--- config.mk ---
export PLATFORM = sky130hd
export DESIGN_NAME = uart_cmd_top
export DESIGN_NICKNAME = d
export VERILOG_FILES = /design/src/verilog/uart_cmd_pkg.sv /design/src/verilog/uart_cmd_seq.sv /design/src/verilog/uart_cmd_top.sv /design/src/verilog/uart_rx_frame.sv /design/src/verilog/uart_tx_frame.sv
export SDC_FILE = /design/constraint.sdc
export NUM_CORES = 1
export LEC_CHECK = 0
export BUFFER_PORTS_ARGS = -buffer_cell sky130_fd_sc_hd__buf_2
export CAP_MARGIN = 25
export CORE_UTILIZATION = 50
export CTS_CLUSTER_DIAMETER = 100
export DETAILED_ROUTE_END_ITERATION = 6
export PLACE_DENSITY_LB_ADDON = 0.05
export SYNTH_ARGS = -nofsm -noshare
export SYNTH_HDL_FRONTEND = slang
export SYNTH_SLANG_ARGS = --single-unit
--- constraint.sdc ---
create_clock -name clk -period 2.5 [get_ports clk]
set_input_delay 0.125 -clock clk [delete_from_list [all_inputs] [get_ports clk]]
set_output_delay 0.125 -clock clk [all_outputs]
set_load 0.1 [all_outputs]
--- src/verilog/uart_cmd_pkg.sv ---
package uart_cmd_pkg;

  localparam int unsigned BAUD_DIV   = 8;   // clk cycles per serial bit
  localparam int unsigned FRAME_BITS = 11;  // start, 8 data, parity, stop
  localparam int unsigned GAP_CYCLES = 16;  // idle line time between two frames of a write

  localparam int unsigned BAUD_CNT_W = $clog2(BAUD_DIV);
  localparam int unsigned BIT_CNT_W  = $clog2(FRAME_BITS);
  localparam int unsigned GAP_CNT_W  = $clog2(GAP_CYCLES);

  // four of the gap cycles go to the wait, zero check, send and sender load steps
  localparam logic [GAP_CNT_W-1:0] GAP_LOAD = GAP_CNT_W'(GAP_CYCLES - 4);

  localparam int unsigned STATE_W = 3;

  localparam logic [STATE_W-1:0] ST_IDLE       = 3'd0;
  localparam logic [STATE_W-1:0] ST_SEND_LO    = 3'd1;
  localparam logic [STATE_W-1:0] ST_WAIT_LO    = 3'd2;
  localparam logic [STATE_W-1:0] ST_GAP        = 3'd3;
  localparam logic [STATE_W-1:0] ST_SEND_HI    = 3'd4;
  localparam logic [STATE_W-1:0] ST_WAIT_HI    = 3'd5;
  localparam logic [STATE_W-1:0] ST_WAIT_REPLY = 3'd6;

  // host command word, seen as two line bytes or as command fields
  typedef union packed {
    struct packed {
      logic [7:0] hi;
      logic [7:0] lo;
    } bytes;
    struct packed {
      logic       wr;    // 1 write, 0 read
      logic [6:0] addr;
      logic [7:0] data;
    } fields;
  } cmd_word_t;

endpackage

--- src/verilog/uart_cmd_seq.sv ---
module uart_cmd_seq (
  input  logic                    clk,
  input  logic                    rst_n,
  input  uart_cmd_pkg::cmd_word_t cmd_in,
  input  logic                    cmd_vld,
  output logic                    cmd_rdy,
  output logic                    tx_start,
  output logic [7:0]              tx_byte,
  input  logic                    tx_busy,
  input  logic [7:0]              rx_byte,
  input  logic                    rx_valid,
  input  logic                    rx_perr,
  output logic                    read_rdy,
  output logic [7:0]              read_data,
  output logic                    read_err
);

  logic [uart_cmd_pkg::STATE_W-1:0]   state;
  uart_cmd_pkg::cmd_word_t            cmd_q;
  logic [uart_cmd_pkg::GAP_CNT_W-1:0] gap_cnt;
  logic                               accept;
  logic                               tx_done;
  logic                               reply;

  assign cmd_rdy = (state == uart_cmd_pkg::ST_IDLE);
  assign accept  = cmd_vld & cmd_rdy;
  assign tx_done = ~tx_busy & ~tx_start;  // start pulse is still in flight one cycle
  assign reply   = (state == uart_cmd_pkg::ST_WAIT_REPLY) & rx_valid;

  always_ff @(posedge clk or negedge rst_n)
  begin
    if (!rst_n)
    begin
      state    <= uart_cmd_pkg::ST_IDLE;
      tx_start <= 1'b0;
      gap_cnt  <= '0;
      read_rdy <= 1'b0;
      read_err <= 1'b0;
    end
    else
    begin
      tx_start <= 1'b0;
      read_rdy <= 1'b0;
      case (state)
        uart_cmd_pkg::ST_IDLE:
        begin
          if (accept)
            state <= cmd_in.fields.wr ? uart_cmd_pkg::ST_SEND_LO : uart_cmd_pkg::ST_SEND_HI;
        end
        uart_cmd_pkg::ST_SEND_LO:
        begin
          tx_start <= 1'b1;
          state    <= uart_cmd_pkg::ST_WAIT_LO;
        end
        uart_cmd_pkg::ST_WAIT_LO:
        begin
          if (tx_done)
          begin
            gap_cnt <= uart_cmd_pkg::GAP_LOAD;
            state   <= uart_cmd_pkg::ST_GAP;
          end
        end
        uart_cmd_pkg::ST_GAP:
        begin
          if (gap_cnt == '0)
            state <= uart_cmd_pkg::ST_SEND_HI;
          else
            gap_cnt <= gap_cnt - 1'b1;
        end
        uart_cmd_pkg::ST_SEND_HI:
        begin
          tx_start <= 1'b1;
          state    <= uart_cmd_pkg::ST_WAIT_HI;
        end
        uart_cmd_pkg::ST_WAIT_HI:
        begin
          if (tx_done)
            state <= cmd_q.fields.wr ? uart_cmd_pkg::ST_IDLE : uart_cmd_pkg::ST_WAIT_REPLY;
        end
        uart_cmd_pkg::ST_WAIT_REPLY:
        begin
          if (rx_valid)  // no timeout, a lost reply hangs until reset
          begin
            read_rdy <= 1'b1;
            read_err <= rx_perr;
            state    <= uart_cmd_pkg::ST_IDLE;
          end
        end
        default:
          state <= uart_cmd_pkg::ST_IDLE;
      endcase
    end
  end

  always_ff @(posedge clk)
  begin
    if (accept)
      cmd_q <= cmd_in;
    if (state == uart_cmd_pkg::ST_SEND_LO)
      tx_byte <= cmd_q.bytes.lo;
    else if (state == uart_cmd_pkg::ST_SEND_HI)
      tx_byte <= cmd_q.bytes.hi;  // wr flag and addr for a read
    if (reply)
      read_data <= rx_byte;
  end

endmodule

--- src/verilog/uart_cmd_top.sv ---
module uart_cmd_top (
  input  logic                    clk,
  input  logic                    rst_n,
  input  uart_cmd_pkg::cmd_word_t cmd_in,
  input  logic                    cmd_vld,
  output logic                    cmd_rdy,
  input  logic                    rx,
  output logic                    tx,
  output logic                    read_rdy,
  output logic [7:0]              read_data,
  output logic                    read_err
);

  logic       tx_start;
  logic [7:0] tx_byte;
  logic       tx_busy;
  logic [7:0] rx_byte;
  logic       rx_valid;
  logic       rx_perr;

  uart_rx_frame u_rx_frame (
    .clk   (clk),
    .rst_n (rst_n),
    .rx    (rx),
    .data  (rx_byte),
    .valid (rx_valid),
    .perr  (rx_perr)
  );

  uart_cmd_seq u_cmd_seq (
    .clk       (clk),
    .rst_n     (rst_n),
    .cmd_in    (cmd_in),
    .cmd_vld   (cmd_vld),
    .cmd_rdy   (cmd_rdy),
    .tx_start  (tx_start),
    .tx_byte   (tx_byte),
    .tx_busy   (tx_busy),
    .rx_byte   (rx_byte),
    .rx_valid  (rx_valid),
    .rx_perr   (rx_perr),
    .read_rdy  (read_rdy),
    .read_data (read_data),
    .read_err  (read_err)
  );

  uart_tx_frame u_tx_frame (
    .clk   (clk),
    .rst_n (rst_n),
    .start (tx_start),
    .data  (tx_byte),
    .busy  (tx_busy),
    .tx    (tx)
  );

endmodule

--- src/verilog/uart_rx_frame.sv ---
module uart_rx_frame (
  input  logic       clk,
  input  logic       rst_n,
  input  logic       rx,
  output logic [7:0] data,
  output logic       valid,
  output logic       perr
);

  logic                                rx_meta;
  logic                                rx_sync;
  logic                                rx_prev;
  logic                                active;
  logic [uart_cmd_pkg::BAUD_CNT_W-1:0] baud_cnt;
  logic [uart_cmd_pkg::BIT_CNT_W-1:0]  bit_cnt;
  logic [8:0]                          shreg;    // data then parity, lsb first
  logic                                start_fall;
  logic                                sample;
  logic                                in_start;
  logic                                in_stop;

  assign start_fall = rx_prev & ~rx_sync;
  assign in_start   = (bit_cnt == '0);
  assign in_stop    = (bit_cnt == uart_cmd_pkg::BIT_CNT_W'(uart_cmd_pkg::FRAME_BITS - 1));

  // start bit is checked after half a bit, every later bit one full bit on
  assign sample = active & (in_start ?
    (baud_cnt == uart_cmd_pkg::BAUD_CNT_W'(uart_cmd_pkg::BAUD_DIV / 2 - 1)) :
    (baud_cnt == uart_cmd_pkg::BAUD_CNT_W'(uart_cmd_pkg::BAUD_DIV - 1)));

  always_ff @(posedge clk or negedge rst_n)
  begin
    if (!rst_n)
    begin
      rx_meta  <= 1'b1;
      rx_sync  <= 1'b1;
      rx_prev  <= 1'b1;
      active   <= 1'b0;
      baud_cnt <= '0;
      bit_cnt  <= '0;
      valid    <= 1'b0;
    end
    else
    begin
      rx_meta <= rx;
      rx_sync <= rx_meta;
      rx_prev <= rx_sync;
      valid   <= 1'b0;
      if (!active)
      begin
        if (start_fall)
        begin
          active   <= 1'b1;
          baud_cnt <= '0;
          bit_cnt  <= '0;
        end
      end
      else if (sample)
      begin
        baud_cnt <= '0;
        if (in_start && rx_sync)
          active <= 1'b0;  // glitch, not a real start bit
        else if (in_stop)
        begin
          active <= 1'b0;
          valid  <= 1'b1;
        end
        else
          bit_cnt <= bit_cnt + 1'b1;
      end
      else
        baud_cnt <= baud_cnt + 1'b1;
    end
  end

  always_ff @(posedge clk)
  begin
    if (sample && !in_start && !in_stop)
      shreg <= {rx_sync, shreg[8:1]};
    if (sample && in_stop)
    begin
      data <= shreg[7:0];
      perr <= ~^shreg;  // odd count of ones expected
    end
  end

endmodule

--- src/verilog/uart_tx_frame.sv ---
module uart_tx_frame (
  input  logic       clk,
  input  logic       rst_n,
  input  logic       start,
  input  logic [7:0] data,
  output logic       busy,
  output logic       tx
);

  logic [uart_cmd_pkg::BAUD_CNT_W-1:0] baud_cnt;
  logic [uart_cmd_pkg::BIT_CNT_W-1:0]  bit_cnt;
  logic [uart_cmd_pkg::FRAME_BITS-2:0] shreg;  // data, parity, stop
  logic                                parity;
  logic                                load;
  logic                                bit_end;
  logic                                last_bit;

  assign parity   = ~^data;  // odd parity over data plus parity bit
  assign load     = start & ~busy;
  assign bit_end  = busy & (baud_cnt == uart_cmd_pkg::BAUD_CNT_W'(uart_cmd_pkg::BAUD_DIV - 1));
  assign last_bit = (bit_cnt == uart_cmd_pkg::BIT_CNT_W'(uart_cmd_pkg::FRAME_BITS - 1));

  always_ff @(posedge clk or negedge rst_n)
  begin
    if (!rst_n)
    begin
      busy     <= 1'b0;
      tx       <= 1'b1;  // line idles high
      baud_cnt <= '0;
      bit_cnt  <= '0;
    end
    else if (load)
    begin
      busy     <= 1'b1;
      tx       <= 1'b0;  // start bit
      baud_cnt <= '0;
      bit_cnt  <= '0;
    end
    else if (bit_end)
    begin
      baud_cnt <= '0;
      if (last_bit)
      begin
        busy <= 1'b0;
        tx   <= 1'b1;
      end
      else
      begin
        tx      <= shreg[0];
        bit_cnt <= bit_cnt + 1'b1;
      end
    end
    else if (busy)
      baud_cnt <= baud_cnt + 1'b1;
  end

  always_ff @(posedge clk)
  begin
    if (load)
      shreg <= {1'b1, parity, data};
    else if (bit_end)
      shreg <= {1'b1, shreg[uart_cmd_pkg::FRAME_BITS-2:1]};
  end

endmodule
==> qor.yml <==
power:
  peakVddDrop_uv: 504
  p_leak_nw: 1.73
  power.density_mw_per_mm2: 1000
synth:
  yosysWarnings: 0
  synth_edf_count: 59
  synth_nets: 315
  syn_avg_cell_area_sq_um: 13.3
  synth_seq_cells: 90
  synth_cell_types: 43
  postSynth.asyncResetShare_pct: 34.4
  syn_inst: 286
  synth_seq_area_share_pct: 67.1
  synth_top_flop_cell: "edfxtp_1"
  syn-cell-area_sq_mm: 0.00381
global_routing:
  grt_pass1_wl_mm: 9.65
  grt_max_degree: 32
  track_usage_pct: 16.4
  grt_pass1_vias: 2101
  grt.overflow.total: 0
  antenna_found_initial: 0
sta:
  fin_crit_ns: 2.15
  max_freq_mhz: 465
  finalMaxSlewViolations: 0
  max_slew.worst_pin.slew_ns: 0.703
  postLayoutSetupSlackWorst_ns: 0.348
  setup_viol: 0
  hold_viol: 0
  clock_skew_ns: 0.0140
  rsz0062_at_grt: "false"
  fin_setup_tns_ns: 0
  relSlewSlack_pct: 53.1
  post-route-period-util_pct: 86.1
routing:
  drt-total-wl_mm: 5.83
  vias_per_cell: 5.04
  drt_iter0_drc: 149
  vias: 2244
  drtPass1Iterations: 4
  ant_nets: 0
  drc_errors: 0
  post_drt_wl_per_cell_um: 13.1
clock_network:
  clk_latency_ns: 0.34
  clkTransAtPathRegs_ns: 0.09
  post_cts_resized: 0
  cts_tree: "done"
  post_cts_buffers: 0
  cts.sinks: 90
  clock_path_buffers: 2
  holdBufCountCts: 18
  cts_made_buffers: 9
  cts.htree.levels: 3
  cts-root-buf: "clkbuf_8"
finish:
  final_cell_mix: "edfxtp_1, nand2_1, buf_2"
  seq_area_sq_mm: 0.00255
  final_common_cell: "edfxtp_1"
  final_area_sq_mm: 0.00448
  antennaDiodeCount: 0
  multi_input_area_sq_mm: 0.00119
  fillCellCount: 596
  syn_to_final_growth_pct: 17.7
  drive_gt1_share_pct: 21.7
  nets: 370
die:
  core-area_sq_mm: 0.00729
  ioPinCount: 32
  start_util_pct: 52.2
  rows: 31
  dieArea_sq_mm: 0.00797
  die-width_um: 89.3
  die_h_um: 89.3
min_path:
  min_to: "u_cmd_seq.state[2]"
  min_delay_path_depth: 3
  min_from: "cmd_vld"
  min_path_type: "in2reg"
critical_path:
  rr_endpoint: "u_rx_frame.data[6]"
  r2r_cells: 7
  crit_path_max_fanout: 9
  cpPeakStageDelay_ns: 0.44
  slowest_stage: "dfrtp_1"
  critPathKind: "reg2reg"
  crit_chain: "inv_1 > ha_1 > nor3b_4 > xor2_2 > nand3_2 > nor3_1 > buf_4"
  r2r-start: "u_rx_frame.bit_cnt[0]"
  worstSetupStartpointType: "flip-flop"
  arrival_ns: 2.20
  r2r_setup_slack_ns: 0.35
  worstPathRequired_ns: 2.55
  cp-end-kind: "flip-flop"
place:
  place_ws_ns: 0.377
  post_dp_cell_area_sq_mm: 0.00407
  post-dp-hpwl_mm: 3.79
  gp_congestion: 0.809
  port-buffer-count: 31
outcome:
  status: "complete, no violations"
job:
  max_cap_viol_count: 0
[cell usage after synthesis (3+ instances only)]
cell      number  area, sq um
a21oi_1        6         30.0
mux2_2        10          113
ha_1           9          113
nand3_1        8         40.0
clkbuf_1       6         22.5
nor2_1        16         60.1
xor2_1         3         26.3
edfxtp_1      59         1770
inv_1          7         26.3
nand2_1       44          165
dfstp_2        4          105
o21ai_0       15         75.1
nand2b_1       6         37.5
nand3b_1       3         22.5
a22o_1         6         52.6
xnor2_1       17          149
nor2b_1        4         25.0
dfrtp_1       27          676
nand4_1        5         31.3
[cell families (layout without fill, tap and decap cells)]
logic type / Yosys count / after routing / synth area share, %
adder cells (fa/ha/maj): 9 / 9 / 2.96
AO/OA/AOI/OAI: 41 / 41 / 7.30
XOR/XNOR: 21 / 21 / 5.03
multiplexers: 10 / 10 / 2.96
AND/OR/NAND/NOR: 99 / 99 / 12.9
flip-flops: 90 / 90 / 67.1
buffers and inverters: 16 / 76 / 1.84
[critical path, delay by kind of cell (launching register included)]
family / cells / cell delay [ns]
XOR/XNOR: 1 / 0.30
adder cells (fa/ha/maj): 1 / 0.19
buffers and inverters: 2 / 0.31
flip-flops: 1 / 0.44
AND/OR/NAND/NOR: 3 / 0.62
[worst max path at each step]
| stage | from | to | slack [ns] | depth (start not counted) |
|---|---|---|---|---|
| after global routing | u_rx_frame.bit_cnt[0] | u_rx_frame.data[6] | 0.15 | 7 |
| after detailed placement | u_rx_frame.bit_cnt[0] | u_rx_frame.data[1] | 0.38 | 7 |
| after floorplan | u_cmd_seq.state[1] | u_cmd_seq.cmd_q[0] | 0.0004 | 3 |
| after global placement | u_rx_frame.bit_cnt[0] | u_rx_frame.data[1] | 0.44 | 7 |
| final | u_rx_frame.bit_cnt[0] | u_rx_frame.data[6] | 0.35 | 7 |
| after CTS | u_rx_frame.bit_cnt[0] | u_rx_frame.data[6] | 0.36 | 7 |
[metal layers]
metal,share of wire (%),GRT usage (%),up-vias
met4,0.36,6.49,0
met5,0,0,-
met3,2.7,3.79,2
met1,51,22.9,1067
li1,-,-,1135
met2,46,25.1,40
[per-stage QoR]
step	utilization [%]	cells	hold slack (ns)	total power [mW]
after detailed placement	55.9	411	0.221	3.42
after global placement	55.9	411	0.225	3.39
after floorplan	-	286	-0.171	3.15
final	61.4	445	0.212	4.49
after global routing	61.4	445	0.221	4.77
after CTS	61.4	445	0.183	4.53
[power by group]
group          internal [mW]  leakage, nW  switching, mW  total (mW)
registers               1.92        0.900          0.284        2.21
logic                  0.550        0.719          0.650        1.20
clock network          0.572        0.114          0.512        1.08
total                   3.05         1.73           1.45        4.49
[sequential cells by signal, summed over array words and instances, names as in the netlist, 4 cells and up]
signal / cells
u_cmd_seq.cmd_q: 16
u_cmd_seq.gap_cnt: 4
u_cmd_seq.read_data: 8
u_cmd_seq.tx_byte: 8
u_rx_frame.bit_cnt: 4
u_rx_frame.data: 8
u_rx_frame.shreg: 9
u_tx_frame.bit_cnt: 4
u_tx_frame.shreg: 9
[layout make-up]
type	instances	share of cell area, %
Multi-Input combinational cell	180	26.5
Clock buffer	9	2.77
Sequential cell	90	57.0
Inverter	7	0.587
Timing Repair Buffer	53	8.16
Clock inverter	7	2.24
Tap cell	99	2.77
No activity file was read; power rests on OpenSTA's default activity.
